<file path="config.mk">
export PLATFORM = sky130hd
export DESIGN_NAME = mem_arbiter
export DESIGN_NICKNAME = d
export VERILOG_FILES = /design/src/source/cache_pkg.sv /design/src/source/mem_arbiter.sv
export SDC_FILE = /design/constraint.sdc
export NUM_CORES = 1
export LEC_CHECK = 0
export BUFFER_PORTS_ARGS = -buffer_cell sky130_fd_sc_hd__buf_2
export CORE_AREA = 2 2 98 100
export DETAILED_ROUTE_END_ITERATION = 10
export DIE_AREA = 0 0 100 102
export PLACE_DENSITY_LB_ADDON = 0.1
export SYNTH_ARGS = -nofsm -noshare
export SYNTH_HDL_FRONTEND = slang
export SYNTH_SLANG_ARGS = --single-unit
</file>
<file path="constraint.sdc">
create_clock -name clk -period 1.6 [get_ports clk]
set_clock_uncertainty 0.05 [all_clocks]
set_input_delay 0.32 -clock clk [delete_from_list [all_inputs] [get_ports clk]]
set_output_delay 0.32 -clock clk [all_outputs]
set_load 0.05 [all_outputs]
</file>
<file path="src/source/cache_pkg.sv">
package cache_pkg;

    localparam int ADDR_W = 16;
    localparam int DATA_W = 32;
    localparam int INDEX_W = 4;
    localparam int TAG_W = 10;

    // address fields: tag [15:6], index [5:2], byte offset [1:0]
    localparam int INDEX_LSB = 2;
    localparam int TAG_LSB = INDEX_LSB + INDEX_W;
    localparam int LINES = 2 ** INDEX_W;

    // core side request
    typedef struct packed {
        logic [ADDR_W-1:0] addr;
        logic [DATA_W-1:0] wdata;
        logic              write;
    } cpu_req_t;

    // request towards main memory
    typedef struct packed {
        logic [ADDR_W-1:0] addr;
        logic [DATA_W-1:0] wdata;
        logic              write;
    } mem_req_t;

    // one direct-mapped entry
    typedef struct packed {
        logic              valid;
        logic              dirty;
        logic [TAG_W-1:0]  tag;
        logic [DATA_W-1:0] data;
    } cache_line_t;

    function automatic logic [INDEX_W-1:0] addr_index(input logic [ADDR_W-1:0] addr);
        return addr[INDEX_LSB +: INDEX_W];
    endfunction

    function automatic logic [TAG_W-1:0] addr_tag(input logic [ADDR_W-1:0] addr);
        return addr[TAG_LSB +: TAG_W];
    endfunction

endpackage

</file>
<file path="src/source/mem_arbiter.sv">
module mem_arbiter import cache_pkg::*; (
    input  logic              clk,
    input  logic              rst,
    input  logic              i_valid,
    input  mem_req_t          i_req,
    output logic              i_ready,
    output logic [DATA_W-1:0] i_rdata,
    input  logic              d_valid,
    input  mem_req_t          d_req,
    output logic              d_ready,
    output logic [DATA_W-1:0] d_rdata,
    output logic              mem_valid,
    output mem_req_t          mem_req,
    input  logic              mem_ready,
    input  logic [DATA_W-1:0] mem_rdata
);

    logic granted;
    logic grant_d;
    logic last_d;

    // grant held for a whole transaction and dropped for one cycle after
    always_ff @(posedge clk)
    begin
        if (rst)
        begin
            granted <= 1'b0;
            grant_d <= 1'b0;
            last_d <= 1'b0;
        end
        else if (granted)
        begin
            if (mem_ready)
            begin
                granted <= 1'b0;
                last_d <= grant_d;
            end
        end
        else if (i_valid || d_valid)
        begin
            granted <= 1'b1;
            // tie goes to whoever did not go last
            grant_d <= d_valid && (!i_valid || !last_d);
        end
    end

    assign mem_valid = granted && (grant_d ? d_valid : i_valid);
    assign mem_req = grant_d ? d_req : i_req;

    assign i_ready = granted && !grant_d && mem_ready;
    assign d_ready = granted && grant_d && mem_ready;
    assign i_rdata = (granted && !grant_d) ? mem_rdata : '0;
    assign d_rdata = (granted && grant_d) ? mem_rdata : '0;

    a_one_ready: assert property (@(posedge clk) disable iff (rst)
        !(i_ready && d_ready));

endmodule

</file>
== After elaboration in Yosys (flattened, before gate mapping) ==
Cells that the tools add are included.

* Bits in registers: 3
* Input port bits: 135
* Word-level logic and storage cells: 24

* Mux-type cells: 7
* Bitwise logic cells: 1
* Reductions and logical operators: 13

{| class="wikitable"
|+ Operator list
! cell !! count
|-
| $mux 32 || 2
|-
| $mux 49 || 1
|-
| $logic_and 1x1->1 || 6
|-
| $mux 1 || 4
|-
| $reduce_and 2->1 || 2
|-
| $logic_not 1->1 || 3
|-
| $logic_or 1x1->1 || 2
|-
| $not 1->1 || 1
|}

== Logic depth before layout (Yosys ltp) ==
* Depth in word-level cells: 3
* Depth in mapped cells: 4
* Depth with buffers taken out: 3

== Worst setup path after synthesis ==
No wires, ideal clock.

* Kind: flip-flop to output port
* Start point: register granted
* End point: output port mem_valid
* Arrival: 1.280 ns
* Data required time: 1.230 ns
* Setup slack: -0.050 ns
* Stages on the path, launching flop included: 3
* Buffers on the path: 1
* Cells stage by stage: dfxtp_1 -> clkbuf_1 -> nor2b_1

* Longest elaborated chain between the ends: 1

{| class="wikitable"
|+ RTL lines
! element !! line !! text
|-
| from (decl) || mem_arbiter.sv:18 || <nowiki>logic granted;</nowiki>
|-
| from (signal assigned) || mem_arbiter.sv:27 || <nowiki>granted <= 1'b0;</nowiki>
|-
| from (signal assigned) || mem_arbiter.sv:35 || <nowiki>granted <= 1'b0;</nowiki>
|-
| from (signal assigned) || mem_arbiter.sv:41 || <nowiki>granted <= 1'b1;</nowiki>
|-
| $logic_and 1x1->1 || mem_arbiter.sv:47 || <nowiki>assign mem_valid = granted && (grant_d ? d_valid : i_valid);</nowiki>
|-
| to (decl) || mem_arbiter.sv:12 || <nowiki>output logic mem_valid,</nowiki>
|}

No other way between the ends.

==> flow_summary.ini <==
[layout]
layout_common_cells = 134 x buf_2, 74 x buf_6, 44 x buf_8
drive_above_1_share = 0.854
diodes = 0
fin_nets = 540
syn_to_final_growth_pct = 238
final_common_cell = buf_2
final_util = 0.438

[synthesis]
ys_top_cells_by_area = mux2_1 25%, mux2_2 22%, and2_1 17%, and3_1 17%, dfxtp_1 5.1%
syn_nets = 283
yosysTopAreaCell = mux2_1
synthCells = 148
synth.top_cell.area_share = 0.248
synth_area_um2 = 1180
ys_ff_latch = 3
synth.distinct_cells = 19
ys_seq_area_frac = 0.0509
syn-mean-instance-area_um2 = 7.97
yosysWarnings = 0

[place]
io_buffers = 250
hpwl_mm = 5.72
gp_congestion = 0.804
place_ws_ps = 26.6

[timing]
finalCritPeriodShare = 1.09
final_max_slew_viol_count = 0
worst_slew_pin_slew_ps = 208
tns_ps = -11950
fin_ws_ps = -151
grt_setup_unrepaired = yes
period_needed_ps = 1750
setup_violations = 110
max_freq_ghz = 0.571
hold_violations = 0
slew_headroom = 0.861

[worst_setup_path]
crit_arrival_ps = 1380
cp_max_fo = 8
cp-end-kind = output pin
critPathLaunchType = register
cp.required_ps = 1230
path_class = register to output pin

[pwr]
leakage_nw = 2.13
vdd_drop_max_mv = 0.219
p_per_area_nw_per_um2 = 563
report.power.total_w = 0.00225

[die]
rows = 35
die_x_um = 100
boundaryPins = 251
dieArea_um2 = 10200
dieHeight_um = 102
core_um2 = 9110
start_util = 0.130

[clock_tree]
cts_sinks = 3
numCtsBuffers = 3
clk_latency_ps = 220
cts-root-buf = clkbuf_8
clkTransAtPathRegs_ps = 30
htreeDepth = 1
cts_buffer_depth = 2
cts_tree = done
cts_hold_buffers = 0

[route]
wl_per_cell_um = 16.6
first_pass_iters = 4
drt-total-wl_mm = 8.56
dr_total_vias = 2168
drc_errors = 0
antenna_left = 0
first_iter_violations = 23
via_per_inst = 4.21

[grt]
overflow = 0
grt_max_degree = 26
grt_pass1_vias = 2128
antenna_found_initial = 0
grt_pass1_wl_mm = 10.9
grt_usage = 0.136

[run_status]
outcome = finished, violations left
violations = setup timing

[job]
drv_cap = 0

[hold_path]
min_path_type = input pin to register
[cells in the mapped netlist]
library cell  count
buf_4             4
clkbuf_1          9
o21ai_1           1
mux2_1           26
buf_2             3
and3_1           32
nor2b_1           1
nand2_1           3
a211oi_1          1
nor3_1            1
mux2i_1           1
nand3_1           1
a21oi_1           2
and2b_1           1
mux2_2           23
nand3b_1          1
inv_1             2
dfxtp_1           3
and2_1           33
[sequential cells by signal, summed over array words and instances (netlist names)]
signal	cells
grant_d	1
granted	1
last_d	1
[timing repair]
item | in CTS | in global routing
setup endpoints to repair | 116 | 116
cloned | 5 | 3
gates resized for setup | 253 | 97
pin swaps | 1 | 0
setup buffers | 4 | 1
[report_power, final]
group | leakage [nW] | switching [W] | internal [W] | total (W)
sequential | 0.0254 | 0.00000629 | 0.0000802 | 0.0000865
clock | 0.0228 | 0.0000570 | 0.000170 | 0.000227
combinational | 2.08 | 0.00106 | 0.000877 | 0.00193
total | 2.13 | 0.00112 | 0.00113 | 0.00225
[cells by family after synthesis]
family                 synth area share
AOI/OAI and AO/OA                0.0191
buffers and inverters            0.0732
DFF                              0.0509
muxes                             0.476
and+or+nand+nor                   0.381
[metal layers]
metal / vias to the layer above / global-route usage / routed length, um
met1: 988 / 0.149 / 3040
met5: - / 0 / 0
met3: 9 / 0.0185 / 669
met4: 0 / 0.0327 / 97
met2: 135 / 0.273 / 4750
li1: 1036 / - / -
[cell type report]
class                      count  area, um2
clock buffer                   4       45.0
fill                         886       5120
inverter                       2       7.51
multi-input combinational    127       1240
sequential                     3       63.8
tap                          111        139
timing repair buffer         268       2500
[worst max-delay path: stages, from the launching register on]
cell       delay (ps)
dfxtp_4           360
buf_6             140
clkbuf_16         160
mux2_1            330
buf_6             160
[metrics by stage]
step,hold slack (ps),area (um2),cells
2_1_floorplan,339,1180,148
3_3_place_gp,398,2580,499
3_5_place_dp,408,2580,499
4_1_cts,244,3570,512
5_1_grt,248,3990,515
6_report,240,3990,515
[final timing paths]
kind         slack, ps  depth (start not counted)    start           to
max               -150                          4  grant_d  mem_req[22]
min                240                          2      rst      grant_d
max reg2reg        590                          4  grant_d      grant_d
min reg2reg        410                          2   last_d       last_d
No activity file was read; power rests on OpenSTA's default activity.
