**src/source/cache_pkg.sv**
```systemverilog
package cache_pkg;

    localparam int ADDR_W = 16;
    localparam int DATA_W = 32;
    localparam int INDEX_W = 4;
    localparam int TAG_W = 10;

    // address fields: tag [15:6], index [5:2], byte offset [1:0]
    localparam int INDEX_LSB = 2;
    localparam int TAG_LSB = INDEX_LSB + INDEX_W;
    localparam int LINES = 2 ** INDEX_W;

    // core side request
    typedef struct packed {
        logic [ADDR_W-1:0] addr;
        logic [DATA_W-1:0] wdata;
        logic              write;
    } cpu_req_t;

    // request towards main memory
    typedef struct packed {
        logic [ADDR_W-1:0] addr;
        logic [DATA_W-1:0] wdata;
        logic              write;
    } mem_req_t;

    // one direct-mapped entry
    typedef struct packed {
        logic              valid;
        logic              dirty;
        logic [TAG_W-1:0]  tag;
        logic [DATA_W-1:0] data;
    } cache_line_t;

    function automatic logic [INDEX_W-1:0] addr_index(input logic [ADDR_W-1:0] addr);
        return addr[INDEX_LSB +: INDEX_W];
    endfunction

    function automatic logic [TAG_W-1:0] addr_tag(input logic [ADDR_W-1:0] addr);
        return addr[TAG_LSB +: TAG_W];
    endfunction

endpackage

```
**src/source/icache.sv**
```systemverilog
module icache import cache_pkg::*; (
    input  logic              clk,
    input  logic              rst,
    input  logic              req_valid,
    input  cpu_req_t          req,
    output logic              req_ready,
    output logic [DATA_W-1:0] rdata,
    output logic              mem_valid,
    output mem_req_t          mem_req,
    input  logic              mem_ready,
    input  logic [DATA_W-1:0] mem_rdata
);

    typedef enum logic [1:0] {IDLE, COMPARE_TAG, ALLOCATE} state_t;

    state_t            state;
    state_t            state_next;
    cache_line_t       lines [LINES];
    logic [ADDR_W-1:0] addr_q;
    logic [INDEX_W-1:0] index;
    cache_line_t       line;
    logic              hit;

    assign index = addr_index(addr_q);
    assign line = lines[index];
    assign hit = line.valid && (line.tag == addr_tag(addr_q));

    always_ff @(posedge clk)
    begin
        if (rst)
            state <= IDLE;
        else
            state <= state_next;
    end

    always_comb
    begin
        state_next = state;
        case (state)
            IDLE:
            begin
                if (req_valid)
                    state_next = COMPARE_TAG;
            end
            COMPARE_TAG:
            begin
                state_next = hit ? IDLE : ALLOCATE;
            end
            ALLOCATE:
            begin
                if (mem_ready)
                    state_next = COMPARE_TAG;
            end
            default:
                state_next = IDLE;
        endcase
    end

    // address is held by the core, latched once in idle
    always_ff @(posedge clk)
    begin
        if (state == IDLE && req_valid)
            addr_q <= req.addr;
    end

    always_ff @(posedge clk)
    begin
        if (rst)
        begin
            for (int i = 0; i < LINES; i++)
                lines[i].valid <= 1'b0;
        end
        else if (state == ALLOCATE && mem_ready)
        begin
            lines[index] <= '{valid: 1'b1, dirty: 1'b0, tag: addr_tag(addr_q), data: mem_rdata};
        end
    end

    assign req_ready = (state == COMPARE_TAG) && hit;
    assign rdata = line.data;
    assign mem_valid = (state == ALLOCATE);
    assign mem_req = '{addr: {addr_q[ADDR_W-1:2], 2'b00}, wdata: '0, write: 1'b0};

    a_no_write: assert property (@(posedge clk) disable iff (rst)
        req_valid |-> !req.write);

    a_idle_no_mem: assert property (@(posedge clk) disable iff (rst)
        state == IDLE |-> !mem_valid);

endmodule

```
**config.mk**
```make
export PLATFORM = sky130hd
export DESIGN_NAME = icache
export DESIGN_NICKNAME = d
export VERILOG_FILES = /design/src/source/cache_pkg.sv /design/src/source/icache.sv
export SDC_FILE = /design/constraint.sdc
export NUM_CORES = 1
export LEC_CHECK = 0
export ABC_CLOCK_PERIOD_IN_PS = 8100
export BUFFER_PORTS_ARGS = -buffer_cell sky130_fd_sc_hd__buf_4
export CAP_MARGIN = 20
export CORE_UTILIZATION = 43
export DETAILED_ROUTE_END_ITERATION = 10
export PLACE_DENSITY = 0.61
export SYNTH_ARGS = -nofsm -noshare
export SYNTH_HDL_FRONTEND = slang
export SYNTH_SLANG_ARGS = --single-unit
```
**constraint.sdc**
```tcl
create_clock -name clk -period 8.1 [get_ports clk]
set_input_delay 0.81 -clock clk [delete_from_list [all_inputs] [get_ports clk]]
set_output_delay 0.81 -clock clk [all_outputs]
set_load 0.1 [all_outputs]
```
Word-level counts from Yosys, hierarchy flattened

Memory sizes are Yosys's and may differ from the RTL's. A register that Yosys moved wholly into a read port is not among the register bits.
Cells that the tools add are included.

Memory bits (writable): 688
Logic and storage cells: 28
Register bits: 18
ROM bits: 0
Memories: 1
Input port bits: 85
Latch bits: 0

Eq/ne operators: 5
Reductions and logical operators: 7
Order comparisons: 0
Muxes and demuxes: 13
Div/mod/pow operators: 0
Add/sub/neg operators: 0
Bitwise gates (word level): 0
Multipliers: 0
Shift-type cells: 0

Memory list:

| memory | depth | bits a word | rd ports | clocked after Yosys merged registers in | write ports | line         | text |
|---|---|---|---|---|---|---|---|
| lines  | 16    | 43          | 1        | 1                                       | 16          | icache.sv:18 | `cache_line_t lines [LINES];` |

Operator list:

| operator           | count |
|---|---|
| $mux 43            | 1 |
| $reduce_or 43->1   | 1 |
| $eq 10x10->1       | 1 |
| $mux 2             | 4 |
| $mux 4             | 2 |
| $pmux 2 s3         | 1 |
| $mux 1             | 5 |
| $logic_and 1x1->1  | 4 |
| $eq 2x1->1 const B | 1 |
| $eq 2x2->1 const B | 1 |
| $logic_not 2->1    | 1 |
| $ne 2x1->1 const B | 1 |
| $ne 2x2->1 const B | 1 |
| $reduce_and 2->1   | 1 |

Longest topological paths before layout

Word-level depth: 7
Gate-level depth with buffers: 10

Worst setup path after synthesis

Ideal clock, no wire load.

Path type: reg-to-reg
From: reg state[1]
To: mem lines[12][0] (netlist name) (enable)
Setup time: 0.442 ns
Arrival: 4.421 ns
Path buffers: 1
Period minus slack after synthesis: 4.863 ns
Stages on the path, launching flop included: 6
Path slack: 3.237 ns
Required time: 7.658 ns
Cell sequence: dfxtp_1 -> nor2b_1 -> nand3b_1 -> or3_1 -> clkbuf_1 -> nor2_1

RTL lines:

| item                   | line         | text |
|---|---|---|
| from (decl)            | icache.sv:16 | `state_t state;` |
| from (signal assigned) | icache.sv:33 | `state <= state_next;` |
| to (decl)              | icache.sv:18 |  |

==> impl_results.md <==
- Most numerous cell in the Yosys netlist: edfxtp_1
- RSZ-0062 raised after global routing: no
- Final setup viols: 0
- Share of layout cells above drive strength 1: 0.3336
- H-tree depth: 3
- Cell area after synthesis: 27140 sq um
- Antenna violations before repair: 0
- Largest net degree at the start of global routing: 69
- Skew-Pair Late Insertion Delay: 0.61 ns
- I/O pin cnt: 168
- Synth Area per Inst: 23.52 sq um
- Yosys reg bits: 708
- Setup WS post-layout: 2.990 ns
- Fmax: 195.7 MHz
- Slew @ Worst Pin: 1.079 ns
- Post-detailed-placement half-perimeter wirelength: 26.77 mm
- Peak supply drop: 0.2095 mV
- Vias in the first global route: 12854
- Worst Path Max Fanout: 41
- CTS Buffer Depth: 3
- Arrival @ worst endpoint: 4.30 ns
- First-pass GRT wire length: 83.25 mm
- Final Skew: 0.01865 ns
- # nets final: 1379
- CTS hold repair buffers: 0
- Fin crit share: 0.6309
- Worst path max stage delay: 0.85 ns
- Top cell by count, worst path: buf_4
- Final hold viol count: 0
- Placed Cells: 2055
- CORE AREA: 62050 sq um
- Placed cell area: 28820 sq um
- Clock sinks: 708
- Initial core utilization: 0.4374
- I/O Buffers: 97
- 1st-pass router iterations: 7
- Slew Viols, Final: 0
- Layout Utilization: 0.5005
- CP Class: flip-flop to output pin
- Number of cells on the critical path: 9
- Via density: 5.519
- Setup TNS: 0 ns
- Mapped Cells: 1154
- Synth cell count leaders: edfxtp_1, mux4_2, buf_4, mux2i_1
- ANT nets after route: 0
- Design area: 31060 sq um
- CP startpoint kind: flip-flop
- Tmin final: 5.110 ns
- Gr ovfl total: 0
- # DRC: 0
- Layout area overhead: 14.44%
- WHS Path Cells: 1
- Total wire length: 56.05 mm
- Lkg Pwr: 0.009791 uW
- Max Cap Viol: 0
- Worst Setup End Kind: output pin
- CTS tree: yes
- Buf+Inv Stages, Crit Path: 2
- GRT Total Usage: 0.1810
- Vias: 12049
- Worst min path class: input port to flip-flop
- Outcome: finished, final reports clean
- Synth unique cells: 44
- Worst R2R Path Depth: 8
- Top delay family on crit path: simple AND/OR/NAND/NOR gates
- Pwr/cell area: 261.8 nW/um^2
- Die H: 253.2 um
- Post-CTS sizing: 0
- Sequential area share after synthesis: 0.7753
- Primary FF master, synth: edfxtp_1
- Number of synthesized flops with an enable pin: 686
- WL/cell: 25.67 um
- Critical Path RT: 7.29 ns
- Top-area cell type share of the netlist area: 0.7590
- Slowest cell on the critical path: dfxtp_4
- N_diodes: 0
- Num CTS Buffers: 73
- Top cell type by total area after synthesis: edfxtp_1
- Final non-filler cell total: 2183
- GPL Wtd Cong: 0.6741
- Die area: 64130 sq um
- Synth top area cells: edfxtp_1, mux4_2, dfxtp_1, buf_4, mux2i_1
- Starting DRT DRC Count: 1208
- Ys Warns: 0
- Chip Width: 253.2 um
- Fraction of registers with async set/reset: 0
- Pre-CTS WS: 3.519 ns
- CTS root buf: clkbuf_16
- Setup Fix Bufs, Post-CTS: 0
- Core Rows: 91
- # fillers: 4906
- Slew headroom: 0.2806
- Clock slew at reported path FFs: 0.06 ns
- Crit-path cells: buf_4 -> mux4_2 -> xnor2_1 -> mux2i_1 -> nor4_2 -> o22ai_1 -> nor4_1 -> and2_1 -> buf_4
## cell families after synthesis
logic type             share of synthesized area
AND/OR/NAND/NOR                          0.01047
buffers and inverters                    0.02291
multiplexers                              0.1768
other                                  0.0001382
XOR/XNOR                                0.006132
AO/OA/AOI/OAI                           0.008298
flip-flops                                0.7753
## final cells by class
type | instances | area, sq um | share of cell area
clock buffers | 86 | 1897 | 0.06107
clock inverters | 41 | 319.1 | 0.01027
inverters | 18 | 67.56 | 0.002175
multi-input cells | 370 | 5731 | 0.1845
flip-flops and latches | 708 | 21060 | 0.6779
well taps | 837 | 1047 | 0.03372
repair buffers | 123 | 943.4 | 0.03037
## metal layers
layer / up-vias / routed length [um] / share of wire / global-route usage
met5: - / 0 / 0 / 0
met4: 0 / 1056 / 0.019 / 0.05732
met3: 76 / 2787 / 0.050 / 0.02765
met2: 370 / 26900 / 0.48 / 0.2838
met1: 6511 / 25300 / 0.45 / 0.2620
li1: 5092 / - / - / -
## report_power, final
part	switching [uW]	internal [uW]	leakage, uW
Sequential	59.1	4030	0.00635
Clock	1380	1780	0.00108
Combinational	590	298	0.00235
Total	2030	6100	0.00979
## flip-flops by register name, summed over array words and instances (netlist names), named ones only
| name | flops |
|---|---|
| lines | 688 |
| addr_q | 14 |
| state | 2 |
## final timing paths
kind	from	endpoint	slack [ns]
setup / recovery	flip-flop	req_ready	2.99
hold / removal	req[45]	addr_q[12]	0.38
setup reg to reg	flip-flop	state[1]	4.60
hold reg to reg	lines[5][42]	lines[5][42]	0.46
## metrics by stage
stage          hold slack (ns)  power [uW]
3_3_place_gp            0.4465        5063
3_5_place_dp            0.4517        5069
5_1_grt                 0.3581        8376
2_1_floorplan           0.4352        4873
4_1_cts                 0.3472        8207
6_report                0.3790        8130
## cells in the final DEF (no fill, tap or decap), types with 3 or more instances in the layout
| cell type | instances |
|---|---|
| mux2i_1 | 23 |
| xor2_1 | 3 |
| nand3_1 | 6 |
| clkinv_8 | 3 |
| clkbuf_1 | 12 |
| nor2b_1 | 4 |
| clkinv_1 | 19 |
| dfxtp_4 | 4 |
| inv_6 | 3 |
| nand2b_1 | 5 |
| o22ai_1 | 17 |
| buf_4 | 122 |
| nor2_1 | 3 |
| dfxtp_1 | 18 |
| bufinv_16 | 3 |
| nand2_1 | 8 |
| nor2_4 | 16 |
| mux2_2 | 5 |
| inv_1 | 17 |
| mux4_2 | 198 |
| clkbuf_16 | 74 |
| a21oi_1 | 3 |
| conb_1 | 35 |
| and2_1 | 3 |
| edfxtp_1 | 686 |
| xnor2_1 | 16 |
| clkinv_2 | 10 |
No activity file was read; power rests on OpenSTA's default activity.
