==> config.mk <==
export PLATFORM = sky130hd
export DESIGN_NAME = dcache
export DESIGN_NICKNAME = d
export VERILOG_FILES = /design/src/source/cache_pkg.sv /design/src/source/dcache.sv
export SDC_FILE = /design/constraint.sdc
export NUM_CORES = 1
export LEC_CHECK = 0
export ABC_CLOCK_PERIOD_IN_PS = 4700
export BUFFER_PORTS_ARGS = -buffer_cell sky130_fd_sc_hd__buf_2
export CORE_MARGIN = 2
export CORE_UTILIZATION = 44
export CTS_CLUSTER_DIAMETER = 30
export DETAILED_ROUTE_END_ITERATION = 6
export PLACE_DENSITY = 0.71
export SETUP_SLACK_MARGIN = 0.5
export SYNTH_ARGS = -nofsm -noshare
export SYNTH_HDL_FRONTEND = slang
export SYNTH_SLANG_ARGS = --single-unit
==> constraint.sdc <==
create_clock -name clk -period 4.7 [get_ports clk]
set_input_delay 0 -clock clk [delete_from_list [all_inputs] [get_ports clk]]
set_output_delay 0 -clock clk [all_outputs]
set_load 0.005 [all_outputs]
==> src/source/cache_pkg.sv <==
package cache_pkg;

    localparam int ADDR_W = 16;
    localparam int DATA_W = 32;
    localparam int INDEX_W = 4;
    localparam int TAG_W = 10;

    // address fields: tag [15:6], index [5:2], byte offset [1:0]
    localparam int INDEX_LSB = 2;
    localparam int TAG_LSB = INDEX_LSB + INDEX_W;
    localparam int LINES = 2 ** INDEX_W;

    // core side request
    typedef struct packed {
        logic [ADDR_W-1:0] addr;
        logic [DATA_W-1:0] wdata;
        logic              write;
    } cpu_req_t;

    // request towards main memory
    typedef struct packed {
        logic [ADDR_W-1:0] addr;
        logic [DATA_W-1:0] wdata;
        logic              write;
    } mem_req_t;

    // one direct-mapped entry
    typedef struct packed {
        logic              valid;
        logic              dirty;
        logic [TAG_W-1:0]  tag;
        logic [DATA_W-1:0] data;
    } cache_line_t;

    function automatic logic [INDEX_W-1:0] addr_index(input logic [ADDR_W-1:0] addr);
        return addr[INDEX_LSB +: INDEX_W];
    endfunction

    function automatic logic [TAG_W-1:0] addr_tag(input logic [ADDR_W-1:0] addr);
        return addr[TAG_LSB +: TAG_W];
    endfunction

endpackage

==> src/source/dcache.sv <==
module dcache import cache_pkg::*; (
    input  logic              clk,
    input  logic              rst,
    input  logic              req_valid,
    input  cpu_req_t          req,
    output logic              req_ready,
    output logic [DATA_W-1:0] rdata,
    output logic              mem_valid,
    output mem_req_t          mem_req,
    input  logic              mem_ready,
    input  logic [DATA_W-1:0] mem_rdata
);

    typedef enum logic [1:0] {IDLE, COMPARE_TAG, WRITE_BACK, ALLOCATE} state_t;

    state_t             state;
    state_t             state_next;
    cache_line_t        lines [LINES];
    cpu_req_t           req_q;
    logic [INDEX_W-1:0] index;
    cache_line_t        line;
    logic               hit;

    assign index = addr_index(req_q.addr);
    assign line = lines[index];
    assign hit = line.valid && (line.tag == addr_tag(req_q.addr));

    always_ff @(posedge clk)
    begin
        if (rst)
            state <= IDLE;
        else
            state <= state_next;
    end

    always_comb
    begin
        state_next = state;
        case (state)
            IDLE:
            begin
                if (req_valid)
                    state_next = COMPARE_TAG;
            end
            COMPARE_TAG:
            begin
                if (hit)
                    state_next = IDLE;
                else if (line.valid && line.dirty)
                    state_next = WRITE_BACK;
                else
                    state_next = ALLOCATE;
            end
            WRITE_BACK:
            begin
                if (mem_ready)
                    state_next = ALLOCATE;
            end
            ALLOCATE:
            begin
                if (mem_ready)
                    state_next = COMPARE_TAG;
            end
            default:
                state_next = IDLE;
        endcase
    end

    always_ff @(posedge clk)
    begin
        if (state == IDLE && req_valid)
            req_q <= req;
    end

    always_ff @(posedge clk)
    begin
        if (rst)
        begin
            for (int i = 0; i < LINES; i++)
                lines[i].valid <= 1'b0;
        end
        else if (state == COMPARE_TAG && hit && req_q.write)
        begin
            // store hit, merged in the ready cycle
            lines[index].data <= req_q.wdata;
            lines[index].dirty <= 1'b1;
        end
        else if (state == ALLOCATE && mem_ready)
        begin
            lines[index] <= '{valid: 1'b1, dirty: 1'b0, tag: addr_tag(req_q.addr),
                              data: mem_rdata};
        end
    end

    assign req_ready = (state == COMPARE_TAG) && hit;
    assign rdata = line.data;
    assign mem_valid = (state == WRITE_BACK) || (state == ALLOCATE);

    always_comb
    begin
        if (state == WRITE_BACK)
            mem_req = '{addr: {line.tag, index, 2'b00}, wdata: line.data, write: 1'b1};
        else
            mem_req = '{addr: {req_q.addr[ADDR_W-1:2], 2'b00}, wdata: '0, write: 1'b0};
    end

    // dirty miss must evict the old tag before refilling
    a_wb_req: assert property (@(posedge clk) disable iff (rst)
        state == COMPARE_TAG && !hit && line.valid && line.dirty
        |=> mem_valid && mem_req.write && addr_tag(mem_req.addr) == $past(line.tag));

    a_mem_hold: assert property (@(posedge clk) disable iff (rst)
        mem_valid && !mem_ready |=> mem_valid && $stable(mem_req));

endmodule

; Word-level counts from Yosys, hierarchy flattened
; Memory sizes are Yosys's and may differ from the RTL's. A register that Yosys moved wholly into a read port is not among the register bits.
; Index checks and enable logic that the tools add are counted.
[classes]
reduce_logical = 10
n_eq_ne = 7
n_mux = 22
n_bitwise = 2
[op_table]
columns = cell, n
row1 = 2-to-1 mux 49 bit, 1
row2 = 2-to-1 mux 44 bit, 1
row3 = OR reduction 44 bit, 1
row4 = 2-to-1 mux 32 bit, 1
row5 = 2-to-1 mux 4 bit, 3
row6 = 2-to-1 mux 1 bit, 11
row7 = == test 10 bit, 1
row8 = 2-to-1 mux 2 bit, 4
row9 = case mux 2 bit (4 select lines), 1
row10 = logical AND 1 bit, 6
row11 = != test 2 bit (second input constant), 3
row12 = == test 2 bit (second input constant), 2
row13 = AND reduction 3 bit, 1
row14 = == test 2 x 1 -> 1 bit (second input constant), 1
row15 = logical NOT 2 bit, 1
row16 = bitwise OR 1 bit, 2
row17 = logical OR 1 bit, 1
[totals]
ram_bits = 704
word_cells = 46
inputBits = 85
output_inout_bits = 83
regBits = 51
n_memories = 1
[mem_list]
columns = memory, words, word_bits, read_ports, rd_ports_with_merged_regs, write_ports, line
row1 = lines, 16, 44, 1, 1, 16, dcache.sv:18  ; cache_line_t lines [LINES];

; Logic depth before layout (Yosys ltp)
[depth]
ltp_word = 10
depth_mapped = 15
depth_no_buf = 10

; Least setup slack after synthesis
; Ideal clock, no wire load.
[synth_path]
path_type = register -> register
start = register with a tool-made name
end = memory lines[0][0] (netlist name) (enable)
stages_incl_launch_ff = 11
path_buffers = 3
slack_ns = -0.542
arrival_ns = 4.778
cell_sequence = dfxtp_1 buf_6 buf_6 mux4_2 mux4_2 xnor2_1 nand4_1 and4bb_4 o21ai_2 buf_6 nor3_1
[synth_rtl]
columns = element, line
row1 = end: declaration, dcache.sv:18

==> impl_metrics.ini <==
[die]
io_pins = 168
initial_utilization = 0.443
fp.dieH_um = 264
die_area_mm2 = 0.0696
die_x_um = 264
core-area_mm2 = 0.0670
row_count = 95

[detailed_routing]
via_count = 15217
drtIter0Drc = 1546
drtPass1Iterations = 5
drt_wl_total_um = 68900
drc_errors = 0
wl_per_cell_um = 25.2
antenna_left = 0
vias_per_cell = 5.56

[placement]
io_buffers = 163
hpwl_um = 35800
placed_area_mm2 = 0.0321
dp.cells = 2369
place.gp.congestion = 0.764

[synthesis]
yosysWarnings = 0
synth.distinct_cells = 51
yosysTopAreaCell = edfxtp_1
ys_seq_area_frac = 0.758
async_reset_ff_frac = 0
synth_enable_flop_cells = 735
synthFlopType = edfxtp_1
syn_area_per_cell_um2 = 22.1
netlist_area_mm2 = 0.0297
synth_cells = 1341
ys_ff_latch = 757
ys_top_cells_by_area = edfxtp_1, mux4_2, dfxtp_1, mux2i_1, mux2_1
synth_top_area_share = 0.743

[clock_network]
cts_buffer_depth = 3
clock_latency_ps = 710
clkTransAtPathRegs_ps = 50
cts_buffers = 134
htree_levels = 4
cts.sinks = 757
cts_root_buf = clkbuf_16
cts_tree = built

[critical_path]
required_ps = 5060
crit_arrival_ps = 4410
cp_max_fo = 16
crit_path_end_kind = register
start_kind = register
path_class = register to register

[sta]
maxSlewViolCount = 0
fmax_mhz = 247
tns_ps = 0
whs_ps = 2.25
worstMarginPinSlew_ps = 1120
rsz0062_at_grt = no
min_period_over_period = 0.863
finalCriticalPeriod_ps = 4060
setup_viol = 0
slew-limit-headroom = 0.251
hold_violations = 0
clock_skew_ps = 44.7

[min_path]
hp-start = mem_rdata[2]
hold_path_class = primary input to register

[layout]
syn_to_final_growth_pct = 28.4
final_cell_mix = edfxtp_1, mux4_2, buf_2, clkbuf_16, dlygate4sd3_1
drive_above_1_share = 0.381
stdcell_count = 2739
postLayoutCellArea_mm2 = 0.0381
final_common_cell = edfxtp_1
fillers = 4808
nets = 1846

[power_and_ir_drop]
peakVddDrop_mv = 0.332
cellPowerDensity_mw_per_mm2 = 521
p_leak_nw = 13.1
power_w = 0.0199

[global_routing]
antenna_found_initial = 1
grt.total_usage = 0.203
grt_pass1_wl_um = 103000
grt_start_max_net_pins = 109
grt_pass1_vias = 15998
overflow = 0

[run_status]
outcome = complete, no violations

[flow_run]
maxCapViolations = 0
==> layer usage <==
layer | up-vias | track usage | routed length (um)
met3 | 135 | 0.0473 | 5520
met1 | 7877 | 0.262 | 26600
met2 | 718 | 0.335 | 34700
met4 | 0 | 0.0845 | 2130
li1 | 6487 | - | -
met5 | - | 0 | 0
==> cells by family after synthesis <==
logic type                 after synthesis  synth area share
other                                    1          0.000126
xor gates and xnor gates                15           0.00443
buffers and inverters                   90            0.0164
adders and majority gates                4           0.00169
AOI/OAI and AO/OA                       50            0.0130
DFF                                    757             0.758
and+or+nand+nor                        141            0.0258
muxes                                  283             0.180
==> through the flow <==
| step | setup slack [ps] | utilization |
|---|---|---|
| 2_1_floorplan | -414 | - |
| 3_3_place_gp | 444 | 0.479 |
| 3_5_place_dp | 371 | 0.479 |
| 4_1_cts | 502 | 0.568 |
| 5_1_grt | 498 | 0.569 |
| 6_report | 645 | 0.569 |
==> flip-flops by register name, indices dropped and copies added (netlist names), named ones only <==
register and count:
lines 704, index 4, state 2, req_q 43
==> synthesized netlist by cell type (2+ instances only) <==
library cell,n
nor3_1,27
xor2_1,7
buf_1,14
nand4_1,2
buf_6,7
o21ai_1,2
mux2_2,11
a21oi_1,10
mux4_2,197
a32oi_1,2
clkbuf_1,32
or2_2,2
a221oi_1,4
xnor2_1,8
edfxtp_1,735
mux2_1,32
buf_8,3
buf_2,14
a22oi_1,5
ha_1,4
mux2i_1,43
and2_1,34
buf_4,11
dfxtp_1,22
inv_1,7
a22o_1,16
nand3_1,5
nand2b_1,4
nand2_1,15
nor2b_1,5
nor2_1,36
nor3_2,6
==> critical path, stage by stage (launching register included) <==
cell and delay [ps]:
dfxtp_4 500, buf_8 220, mux4_2 520, mux4_2 490, xnor2_1 230, nand4_1 240, and4bb_4 470, o21ai_2 80
buf_12 210, nor3_2 310, buf_4 380
==> cell type report <==
cell class | instances | area (um^2) | share of cell area
Antenna cell | 1 | 2.50 | 0.0000656
Clock buffer | 150 | 3410 | 0.0895
Clock inverter | 94 | 1310 | 0.0343
Inverter | 9 | 38.8 | 0.00102
Multi-Input combinational cell | 495 | 6830 | 0.179
Sequential cell | 757 | 22500 | 0.591
Tap cell | 873 | 1090 | 0.0287
Timing Repair Buffer | 360 | 2910 | 0.0764
==> final timing paths <==
check / cells past startpoint / end / slack (ps)
setup / recovery: 10 / lines[1][2] / 640
hold / removal: 2 / lines[12][2] / 2
setup reg to reg: 10 / lines[1][2] / 640
hold reg to reg: 1 / lines[5][43] / 480
==> repair_timing <==
item / CTS / global route
setup endpoints to repair: 7 / 599
hold endpoints to repair: 431 / 48
hold buffers: 121 / 3
pin swaps: 0 / 1
resized for setup: 1 / 20
setup buffers: 0 / 1
==> where the power goes <==
part | switching (W) | internal (W)
logic | 0.00113 | 0.00104
registers | 0.000124 | 0.00764
clock network | 0.00348 | 0.00645
total | 0.00473 | 0.0151
Note: power is estimated with default switching activity, not from simulation.
